<file path="src/i3c_mon_pkg.sv">
// Shared types and constants for the I3C/I2C bus monitor.
// Every design file refers to these through scoped names.
package i3c_mon_pkg;

  localparam int TIMING_W = 20;  // Width of every timing value

  typedef logic [TIMING_W-1:0] timing_t;  // Count of clock cycles
  typedef logic [31:0]         wb_data_t;
  typedef logic [2:0]          reg_addr_t;  // Word address

  // Timing configuration programmed by software
  typedef struct packed {
    timing_t t_r;
    timing_t t_f;
    timing_t t_hd_dat;
  } timing_cfg_t;

  // One-cycle pulses for each detected bus condition
  typedef struct packed {
    logic start;
    logic rstart;
    logic stop;
  } bus_event_t;

  localparam reg_addr_t REG_CTRL       = 3'd0;  // Bit 0 enable, bit 1 irq enable
  localparam reg_addr_t REG_T_R        = 3'd1;
  localparam reg_addr_t REG_T_F        = 3'd2;
  localparam reg_addr_t REG_T_HD       = 3'd3;
  localparam reg_addr_t REG_STATUS     = 3'd4;  // W1C event bits, bit 3 busy
  localparam reg_addr_t REG_CNT_START  = 3'd5;
  localparam reg_addr_t REG_CNT_RSTART = 3'd6;
  localparam reg_addr_t REG_CNT_STOP   = 3'd7;

  typedef enum logic {
    BUS_IDLE,
    BUS_BUSY
  } bus_state_e;

endpackage
</file>
<file path="src/i3c_bus_monitor_top.sv">
// Top level of the passive I3C/I2C bus monitor.
// SCL and SDA must arrive already synchronized to clk_i; software controls
// the monitor over the Wishbone port and gets irq_o on new events.
`timescale 1ns/1ns

module i3c_bus_monitor_top #(
  parameter int CNT_W = 16
) (
  input  logic                   clk_i,
  input  logic                   rst_ni,
  input  logic                   scl_i,
  input  logic                   sda_i,
  input  logic                   wb_cyc_i,
  input  logic                   wb_stb_i,
  input  logic                   wb_we_i,
  input  i3c_mon_pkg::reg_addr_t wb_adr_i,
  input  i3c_mon_pkg::wb_data_t  wb_dat_i,
  output i3c_mon_pkg::wb_data_t  wb_dat_o,
  output logic                   wb_ack_o,
  output logic                   irq_o
);

  i3c_mon_pkg::timing_cfg_t cfg;
  i3c_mon_pkg::bus_event_t  events;
  logic enable;
  logic busy;
  logic sda_fall, sda_rise;
  logic scl_fall, scl_rise;
  logic scl_high;

  mon_wb_regs #(.CNT_W(CNT_W)) u_regs (
    .clk_i, .rst_ni,
    .wb_cyc_i, .wb_stb_i, .wb_we_i, .wb_adr_i, .wb_dat_i, .wb_dat_o, .wb_ack_o,
    .events_i(events), .busy_i(busy),
    .enable_o(enable), .cfg_o(cfg), .irq_o
  );

  // Falling edges use the fall time, rising edges the rise time
  edge_filter #(.DETECT_FALL(1'b1)) u_sda_fall (
    .clk_i, .rst_ni, .line_i(sda_i), .delay_i(cfg.t_f), .edge_o(sda_fall)
  );
  edge_filter #(.DETECT_FALL(1'b0)) u_sda_rise (
    .clk_i, .rst_ni, .line_i(sda_i), .delay_i(cfg.t_r), .edge_o(sda_rise)
  );
  edge_filter #(.DETECT_FALL(1'b1)) u_scl_fall (
    .clk_i, .rst_ni, .line_i(scl_i), .delay_i(cfg.t_f), .edge_o(scl_fall)
  );
  edge_filter #(.DETECT_FALL(1'b0)) u_scl_rise (
    .clk_i, .rst_ni, .line_i(scl_i), .delay_i(cfg.t_r), .edge_o(scl_rise)
  );

  stable_level_detector u_scl_high (
    .clk_i, .rst_ni, .line_i(scl_i), .delay_i(cfg.t_r), .stable_o(scl_high)
  );

  bus_event_ctrl u_ctrl (
    .clk_i, .rst_ni, .enable_i(enable), .scl_i, .cfg_i(cfg),
    .sda_fall_i(sda_fall), .sda_rise_i(sda_rise),
    .scl_fall_i(scl_fall), .scl_rise_i(scl_rise), .scl_high_i(scl_high),
    .events_o(events), .busy_o(busy)
  );

endmodule

</file>
<file path="src/mon_wb_regs.sv">
// Wishbone classic register slave of the bus monitor.
// Holds control and timing values, sticky W1C event status, wrapping event
// counters and the registered interrupt line.
`timescale 1ns/1ns

module mon_wb_regs #(
  parameter int CNT_W = 16
) (
  input  logic                     clk_i,
  input  logic                     rst_ni,
  input  logic                     wb_cyc_i,
  input  logic                     wb_stb_i,
  input  logic                     wb_we_i,
  input  i3c_mon_pkg::reg_addr_t   wb_adr_i,
  input  i3c_mon_pkg::wb_data_t    wb_dat_i,
  output i3c_mon_pkg::wb_data_t    wb_dat_o,
  output logic                     wb_ack_o,
  input  i3c_mon_pkg::bus_event_t  events_i,
  input  logic                     busy_i,
  output logic                     enable_o,
  output i3c_mon_pkg::timing_cfg_t cfg_o,
  output logic                     irq_o
);

  logic                  ack_q;
  logic                  req;
  logic                  wr;
  logic                  irq_en_q;
  logic [2:0]            status_q;  // {stop, rstart, start}
  logic [2:0]            status_set;
  logic [CNT_W-1:0]      cnt_start_q;
  logic [CNT_W-1:0]      cnt_rstart_q;
  logic [CNT_W-1:0]      cnt_stop_q;
  i3c_mon_pkg::wb_data_t rdata;

  assign req = wb_cyc_i & wb_stb_i & ~ack_q;  // One ack per request
  assign wr  = req & wb_we_i;

  assign status_set = {events_i.stop, events_i.rstart, events_i.start};

  always_ff @(posedge clk_i or negedge rst_ni) begin
    if (!rst_ni) begin
      ack_q    <= 1'b0;
      enable_o <= 1'b0;
      irq_en_q <= 1'b0;
      cfg_o    <= '0;
      status_q <= '0;
      irq_o    <= 1'b0;
    end else begin
      ack_q <= req;
      if (wr && (wb_adr_i == i3c_mon_pkg::REG_CTRL)) begin
        enable_o <= wb_dat_i[0];
        irq_en_q <= wb_dat_i[1];
      end
      if (wr && (wb_adr_i == i3c_mon_pkg::REG_T_R)) cfg_o.t_r <= wb_dat_i[19:0];
      if (wr && (wb_adr_i == i3c_mon_pkg::REG_T_F)) cfg_o.t_f <= wb_dat_i[19:0];
      if (wr && (wb_adr_i == i3c_mon_pkg::REG_T_HD)) cfg_o.t_hd_dat <= wb_dat_i[19:0];
      // A new event wins over a clear in the same cycle
      if (wr && (wb_adr_i == i3c_mon_pkg::REG_STATUS)) begin
        status_q <= (status_q & ~wb_dat_i[2:0]) | status_set;
      end else begin
        status_q <= status_q | status_set;
      end
      irq_o <= irq_en_q & (|status_q);
    end
  end

  // Event counters wrap
  always_ff @(posedge clk_i or negedge rst_ni) begin
    if (!rst_ni) begin
      cnt_start_q  <= '0;
      cnt_rstart_q <= '0;
      cnt_stop_q   <= '0;
    end else begin
      if (events_i.start) cnt_start_q <= cnt_start_q + 1'b1;
      if (events_i.rstart) cnt_rstart_q <= cnt_rstart_q + 1'b1;
      if (events_i.stop) cnt_stop_q <= cnt_stop_q + 1'b1;
    end
  end

  always_comb begin
    case (wb_adr_i)
      i3c_mon_pkg::REG_CTRL:       rdata = {30'd0, irq_en_q, enable_o};
      i3c_mon_pkg::REG_T_R:        rdata = {12'd0, cfg_o.t_r};
      i3c_mon_pkg::REG_T_F:        rdata = {12'd0, cfg_o.t_f};
      i3c_mon_pkg::REG_T_HD:       rdata = {12'd0, cfg_o.t_hd_dat};
      i3c_mon_pkg::REG_STATUS:     rdata = {28'd0, busy_i, status_q};
      i3c_mon_pkg::REG_CNT_START:  rdata = i3c_mon_pkg::wb_data_t'(cnt_start_q);
      i3c_mon_pkg::REG_CNT_RSTART: rdata = i3c_mon_pkg::wb_data_t'(cnt_rstart_q);
      default:                     rdata = i3c_mon_pkg::wb_data_t'(cnt_stop_q);
    endcase
  end

  // Read data, valid while ack is high
  always_ff @(posedge clk_i or negedge rst_ni) begin
    if (!rst_ni) begin
      wb_dat_o <= '0;
    end else if (req) begin
      wb_dat_o <= rdata;
    end
  end

  assign wb_ack_o = ack_q;

endmodule

</file>
<file path="src/bus_event_ctrl.sv">
// Turns filtered SCL/SDA edges into START, REPEATED START and STOP pulses.
// A trigger must survive the data hold time with SCL high before it is
// reported; bus state decides between a first and a repeated START.
`timescale 1ns/1ns

module bus_event_ctrl (
  input  logic                     clk_i,
  input  logic                     rst_ni,
  input  logic                     enable_i,
  input  logic                     scl_i,
  input  i3c_mon_pkg::timing_cfg_t cfg_i,
  input  logic                     sda_fall_i,
  input  logic                     sda_rise_i,
  input  logic                     scl_fall_i,
  input  logic                     scl_rise_i,
  input  logic                     scl_high_i,
  output i3c_mon_pkg::bus_event_t  events_o,
  output logic                     busy_o
);

  i3c_mon_pkg::bus_state_e state_q;
  i3c_mon_pkg::timing_t    hold_cnt_q;  // Shared by START and STOP

  logic scl_edge;
  logic start_trig;
  logic stop_trig;
  logic start_pending_q;
  logic stop_pending_q;
  logic hold_done;
  logic start_det;
  logic stop_det;

  // SDA changes together with SCL are data, not a condition
  assign scl_edge   = scl_fall_i | scl_rise_i;
  assign start_trig = enable_i & scl_high_i & sda_fall_i & ~scl_edge;
  assign stop_trig  = enable_i & scl_high_i & sda_rise_i & ~scl_edge;

  assign hold_done = (hold_cnt_q >= cfg_i.t_hd_dat);

  assign start_det = enable_i & start_pending_q & scl_i & hold_done & ~stop_trig;
  assign stop_det  = enable_i & stop_pending_q & scl_i & hold_done & ~start_trig;

  always_ff @(posedge clk_i or negedge rst_ni) begin
    if (!rst_ni) begin
      hold_cnt_q <= '0;
    end else if (start_trig || stop_trig) begin
      hold_cnt_q <= i3c_mon_pkg::timing_t'(1);
    end else if (start_pending_q || stop_pending_q) begin
      hold_cnt_q <= hold_cnt_q + 1'b1;
    end
  end

  always_ff @(posedge clk_i or negedge rst_ni) begin
    if (!rst_ni) begin
      start_pending_q <= 1'b0;
    end else if (start_trig) begin
      start_pending_q <= 1'b1;
    end else if (!enable_i || !scl_i || start_det || stop_trig) begin
      start_pending_q <= 1'b0;
    end
  end

  always_ff @(posedge clk_i or negedge rst_ni) begin
    if (!rst_ni) begin
      stop_pending_q <= 1'b0;
    end else if (stop_trig) begin
      stop_pending_q <= 1'b1;
    end else if (!enable_i || !scl_i || stop_det || start_trig) begin
      stop_pending_q <= 1'b0;
    end
  end

  // Bus ownership between START and STOP
  always_ff @(posedge clk_i or negedge rst_ni) begin
    if (!rst_ni) begin
      state_q <= i3c_mon_pkg::BUS_IDLE;
    end else if (!enable_i || stop_det) begin
      state_q <= i3c_mon_pkg::BUS_IDLE;
    end else if (start_det) begin
      state_q <= i3c_mon_pkg::BUS_BUSY;
    end
  end

  assign events_o.start  = start_det && (state_q == i3c_mon_pkg::BUS_IDLE);
  assign events_o.rstart = start_det && (state_q == i3c_mon_pkg::BUS_BUSY);
  assign events_o.stop   = stop_det;

  assign busy_o = (state_q == i3c_mon_pkg::BUS_BUSY);

endmodule

</file>
<file path="src/stable_level_detector.sv">
// Flags that a bus line has stayed high for at least delay_i cycles.
// The flag drops in the same cycle the line goes low.
`timescale 1ns/1ns

module stable_level_detector (
  input  logic                 clk_i,
  input  logic                 rst_ni,
  input  logic                 line_i,
  input  i3c_mon_pkg::timing_t delay_i,
  output logic                 stable_o
);

  i3c_mon_pkg::timing_t high_cnt_q;  // Consecutive high cycles so far

  always_ff @(posedge clk_i or negedge rst_ni) begin
    if (!rst_ni) begin
      high_cnt_q <= '0;
    end else if (!line_i) begin
      high_cnt_q <= '0;
    end else if (high_cnt_q != '1) begin
      high_cnt_q <= high_cnt_q + 1'b1;  // Saturates at all ones
    end
  end

  assign stable_o = line_i && (high_cnt_q >= delay_i);

endmodule

</file>
<file path="src/edge_filter.sv">
// Confirms one edge polarity on a synchronized bus line.
// The edge pulse fires once the line has held its new level for delay_i
// cycles; a return to the old level in between cancels the edge.
`timescale 1ns/1ns

module edge_filter #(
  parameter bit DETECT_FALL = 1'b0  // 1 selects falling edges
) (
  input  logic                 clk_i,
  input  logic                 rst_ni,
  input  logic                 line_i,
  input  i3c_mon_pkg::timing_t delay_i,
  output logic                 edge_o
);

  localparam logic NEW_LEVEL = !DETECT_FALL;

  logic                 line_q;
  logic                 at_level;
  logic                 raw_edge;
  i3c_mon_pkg::timing_t cnt_q;

  assign at_level = (line_i == NEW_LEVEL);
  assign raw_edge = at_level && (line_q != NEW_LEVEL);

  // Previous sample, lines idle high
  always_ff @(posedge clk_i or negedge rst_ni) begin
    if (!rst_ni) begin
      line_q <= 1'b1;
    end else begin
      line_q <= line_i;
    end
  end

  // Down counter armed by a raw edge
  always_ff @(posedge clk_i or negedge rst_ni) begin
    if (!rst_ni) begin
      cnt_q <= '0;
    end else if (raw_edge) begin
      cnt_q <= delay_i;
    end else if (cnt_q != '0) begin
      if (at_level) begin
        cnt_q <= cnt_q - 1'b1;
      end else begin
        cnt_q <= '0;  // Glitch back to the old level
      end
    end
  end

  // A zero delay confirms on the raw edge itself
  assign edge_o = (raw_edge && (delay_i == '0)) ||
                  ((cnt_q == i3c_mon_pkg::timing_t'(1)) && at_level);

endmodule

</file>
<file path="config.mk">
export PLATFORM = sky130hd
export DESIGN_NAME = i3c_bus_monitor_top
export DESIGN_NICKNAME = d
export VERILOG_FILES = /design/src/i3c_mon_pkg.sv /design/src/i3c_bus_monitor_top.sv /design/src/mon_wb_regs.sv /design/src/bus_event_ctrl.sv /design/src/stable_level_detector.sv /design/src/edge_filter.sv
export SDC_FILE = /design/constraint.sdc
export NUM_CORES = 1
export LEC_CHECK = 0
export BUFFER_PORTS_ARGS = -buffer_cell sky130_fd_sc_hd__buf_2
export CAP_MARGIN = 25
export CORE_ASPECT_RATIO = 1.4
export CORE_MARGIN = 8
export CORE_UTILIZATION = 45
export CTS_CLUSTER_SIZE = 14
export DETAILED_ROUTE_END_ITERATION = 12
export GPL_ROUTABILITY_DRIVEN = 0
export PLACE_DENSITY_LB_ADDON = 0.25
export SYNTH_ARGS = -nofsm -noshare
export SYNTH_HDL_FRONTEND = slang
export SYNTH_SLANG_ARGS = --single-unit
</file>
<file path="constraint.sdc">
create_clock -name clk_i -period 2.55 [get_ports clk_i]
set_input_delay 0.51 -clock clk_i [delete_from_list [all_inputs] [get_ports clk_i]]
set_output_delay 0.51 -clock clk_i [all_outputs]
set_load 0.03 [all_outputs]
</file>
==> impl_summary.log <==
INFO  metric outcome = finished with violations
INFO  metric violations = negative setup slack
INFO  metric power_leakage = between 7 and 8 nW
INFO  metric worstSetupStartpointType = register
INFO  metric start_util = 45.7%
INFO  metric hold_ws = between 200 and 300 ps
INFO  metric yosysTopAreaCell = sky130_fd_sc_hd__dfrtp_1
INFO  metric final_cell_mix = 238 x sky130_fd_sc_hd__dfrtp_1, 186 x sky130_fd_sc_hd__nand2_1, 163 x sky130_fd_sc_hd__buf_4
INFO  metric layout-drive-gt1-share = about a quarter
INFO  metric hpwlAfterDp = 29.9 mm
INFO  metric die_w = 161 um
INFO  metric timing.critical_path.to_type = register
INFO  metric remaining_drcs = 0
INFO  metric cell_area_after_placement = 15200 um^2
INFO  metric port-buffer-count = 51
INFO  metric first_global_vias = 11900
INFO  metric async_reset_ff_share = 100%
INFO  metric totalPowerFinal = 0.0123 W
INFO  metric tritoncts_num_sinks = 240
INFO  metric number_of_unique_standard_cell_types_used_by_synthesis = 75
INFO  metric iteration_0_drc_markers = 796
INFO  metric synth-seq-area-share = a little under half
INFO  metric routed_wire_length_per_instance = 20.0 um
INFO  metric worst_slew_margin_rel = 42.4%
INFO  metric finalWorstSetupSlack = -208 ps
INFO  metric mappedNetlistArea = about 13000 um^2
INFO  metric crit_arrival = 3170 ps
INFO  metric via_per_inst = 5.78
INFO  metric most_common_library_cell_in_the_layout_ignoring_fill_and_taps = sky130_fd_sc_hd__dfrtp_1
INFO  metric synth_cells = 1449
INFO  metric grt_start_max_net_pins = 76
INFO  metric first_pass_iters = 5
INFO  metric tritoncts = yes
INFO  metric final.period_utilization = 108%
INFO  metric dieArea = 35500 um^2
INFO  metric finalClockSkew = approximately 11 ps
INFO  metric maxCapViolCount = 0
INFO  metric period_needed = 2760 ps
INFO  metric grt_antenna_before_repair = 0
INFO  metric num_io_pins = 76
INFO  metric fmax = 363 MHz
INFO  metric design.final.nets = ~1700
INFO  metric netlist.area_leader.share = between 40 and 50%
INFO  metric tightestPinTransition = 861 ps
INFO  metric synth_mux_area_share = 4.75%
INFO  metric postLayoutCellArea = ~17000 um^2
INFO  metric wp_data_required = between 2000 and 3000 ps
INFO  metric cp_max_fo = 4
INFO  metric yosys_warnings = 0
INFO  metric report.final.setup_viol = 63
INFO  metric max_vdd_drop = 0.647 mV
INFO  metric cts.path.max_buffers = 3
INFO  metric clock_tree.htree_level_count = 1
INFO  metric diodes = 0
INFO  metric final_hold_violations = 0
INFO  metric core = 29200 um^2
INFO  metric antenna_left = 0
INFO  metric count_of_flip_flops_with_a_built_in_enable_after_synthesis = 0
INFO  metric yosys_most_used_dff = sky130_fd_sc_hd__dfrtp_1
INFO  metric post_synth_and_or_nand_nor_area_fraction = 20.4%
INFO  metric grt_setup_unrepaired = true
INFO  metric final_max_tran_viols = 0
INFO  metric syn_area_per_cell = between 9 and 10 um^2
INFO  metric clk_transition_reported_paths = 70 ps
INFO  metric post_synthesis_register_bit_count = 240
INFO  metric wl = 41.0 mm
INFO  metric synth_compound_gate_area_share = 13.9%
INFO  metric floorplan_row_count = 74
INFO  metric first_pass_grt_wire_length = 63.8 mm
INFO  metric yosys.area_share.adder = 4.79%
INFO  metric xor_xnor_portion_of_the_synthesized_cell_area = ~6.6%
INFO  metric die_height = 220 um
INFO  metric numCtsBuffers = 25
INFO  metric grt.overflow.total = 0
INFO  metric skew_pair_late_insertion_delay = 540 ps
INFO  metric routed-via-count = between 10000 and 15000
INFO  metric cts_root_buf = sky130_fd_sc_hd__clkbuf_16
INFO  metric yosys-top-cells-area = sky130_fd_sc_hd__dfrtp_1 45%, sky130_fd_sc_hd__nand2_1 5.4%, sky130_fd_sc_hd__o21ai_0 5.1%, sky130_fd_sc_hd__ha_1 4.8%, sky130_fd_sc_hd__xnor2_1 3.7%
INFO  metric hold_path.class = in2reg
INFO  metric power_density = 724 nW/um^2
INFO  metric grtUsageTotal = 22.7%
INFO  metric worstSetupPathType = reg2reg
INFO  metric synth_top_family_by_area = simple AND/OR/NAND/NOR gates
INFO  metric syn_to_final_growth = 27.2%
-- per-stage QoR --
| stage | util (%) | setup WS, ps | TNS [ps] | std cells |
|---|---|---|---|---|
| floorplan | - | -94.1 | -150 | 1460 |
| global placement | 52.0 | -227 | -7380 | 1985 |
| detailed placement | 52.0 | -240 | -8400 | 1985 |
| CTS | 56.3 | -173 | -6650 | 2035 |
| global route | 58.1 | -281 | -11650 | 2049 |
| finish | 58.1 | -208 | -6770 | 2049 |
-- sequential cells by signal (all words and copies together) (netlist names) --
signal / flops
u_regs.irq_o: 1
u_ctrl.start_pending_q: 1
u_scl_rise.line_q: 1
u_regs.wb_dat_o: 20
u_regs.status_q: 3
u_ctrl.hold_cnt_q: 20
u_regs.enable_o: 1
u_sda_fall.cnt_q: 20
u_sda_rise.cnt_q: 20
u_regs.cnt_start_q: 16
u_regs.irq_en_q: 1
u_scl_high.high_cnt_q: 20
u_regs.cnt_stop_q: 16
u_ctrl.stop_pending_q: 1
u_sda_rise.line_q: 1
u_regs.cfg_o: 60
u_ctrl.busy_o: 1
u_scl_rise.cnt_q: 20
u_regs.cnt_rstart_q: 16
u_regs.wb_ack_o: 1
-- Yosys cell counts, types with 4 or more instances --
cell type                  instances
sky130_fd_sc_hd__inv_1            59
sky130_fd_sc_hd__nor2b_1           9
sky130_fd_sc_hd__a21o_1            8
sky130_fd_sc_hd__o21ai_0         137
sky130_fd_sc_hd__xnor2_1          57
sky130_fd_sc_hd__nor2_1          121
sky130_fd_sc_hd__a22oi_1           4
sky130_fd_sc_hd__buf_4            13
sky130_fd_sc_hd__mux2i_1          19
sky130_fd_sc_hd__nand3_1          46
sky130_fd_sc_hd__o211ai_1          4
sky130_fd_sc_hd__a211oi_1         16
sky130_fd_sc_hd__nor4_1           23
sky130_fd_sc_hd__o211a_1           4
sky130_fd_sc_hd__o221ai_1          6
sky130_fd_sc_hd__xor2_1           44
sky130_fd_sc_hd__ha_1             51
sky130_fd_sc_hd__nand2_1         191
sky130_fd_sc_hd__and3_1           30
sky130_fd_sc_hd__o31ai_1           4
sky130_fd_sc_hd__o22ai_1           9
sky130_fd_sc_hd__mux2_2           33
sky130_fd_sc_hd__nand4b_1          5
sky130_fd_sc_hd__buf_1             8
sky130_fd_sc_hd__nor3_1           48
sky130_fd_sc_hd__or4_1             7
sky130_fd_sc_hd__or2_2             4
sky130_fd_sc_hd__nand2b_1          7
sky130_fd_sc_hd__clkbuf_1         55
sky130_fd_sc_hd__dfrtp_1         238
sky130_fd_sc_hd__or3_1             9
sky130_fd_sc_hd__nor4b_1           5
sky130_fd_sc_hd__o32ai_1           5
sky130_fd_sc_hd__nor3b_1           7
sky130_fd_sc_hd__nand4_1          34
sky130_fd_sc_hd__and2_1            5
sky130_fd_sc_hd__a22o_1           12
sky130_fd_sc_hd__a21oi_1          51
-- per-layer routing --
layer,vias up,part of all wire [%],global-route usage (%)
met4,0,5.7,12.1
met1,5815,41,27.9
met3,120,5.6,2.97
met2,387,48,38.4
met5,-,0,0
li1,5521,-,-
-- power by group --
group          leakage, nW  switching [W]  internal (W)
clock                0.435        0.00158       0.00242
combinational         4.24        0.00207       0.00159
sequential            3.03       0.000374       0.00425
-- cell type report --
cell class,instances,area (um^2)
fill,2471,12200
inverter,60,225
clock inverter,12,191
timing repair buffer,241,1900
sequential,240,6010
tap,380,475
multi-input combinational,1084,7470
clock buffer,32,692
-- critical path, cell delays in order (launching register included) --
cell and delay (ps):
sky130_fd_sc_hd__dfrtp_1 380, sky130_fd_sc_hd__or4_4 550, sky130_fd_sc_hd__or3_4 370, sky130_fd_sc_hd__o311ai_4 330, sky130_fd_sc_hd__a211oi_4 130, sky130_fd_sc_hd__a211oi_4 380
sky130_fd_sc_hd__buf_6 170, sky130_fd_sc_hd__buf_6 110, sky130_fd_sc_hd__nand3_4 80, sky130_fd_sc_hd__xnor2_2 130
-- final timing paths --
| kind | from | to | slack (ps) | cells after the start |
|---|---|---|---|---|
| setup reg to reg | u_scl_rise.cnt_q[15]$_DFFE_PN0P_ | u_regs.cnt_rstart_q[2]$_DFFE_PN0P_ | -210 | 9 |
| hold / removal | wb_dat_i[16] | u_regs.cfg_o[56]$_DFFE_PN0P_ | 250 | 3 |
| setup / recovery | u_scl_rise.cnt_q[15]$_DFFE_PN0P_ | u_regs.cnt_rstart_q[2]$_DFFE_PN0P_ | -210 | 9 |
| max in group asynchronous | rst_ni | u_regs.wb_dat_o[2]$_DFFE_PN0P_ | 1210 | 3 |
| min in group asynchronous | rst_ni | u_scl_high.high_cnt_q[15]$_DFFE_PN0P_ | 530 | 2 |
| hold reg to reg | u_regs.wb_dat_o[13]$_DFFE_PN0P_ | u_regs.wb_dat_o[13]$_DFFE_PN0P_ | 470 | 2 |
-- cell families after synthesis --
kind of cell,after synthesis
buffers and inverters,139
multiplexers,56
AND/OR/NAND/NOR,565
adder cells (fa/ha/maj),51
XOR/XNOR,101
flip-flops,240
other,1
AO/OA/AOI/OAI,296
-- repair_timing --
item | in CTS | in global routing
setup buffers | 4 | 12
hold buffers | 1 | 0
pin swaps | 23 | 61
endpoints found under the hold margin | 22 | 0
endpoints found under the setup margin | 72 | 87
cloned | 2 | 4
resized for setup | 61 | 90
Note: power is estimated with default switching activity, not from simulation.
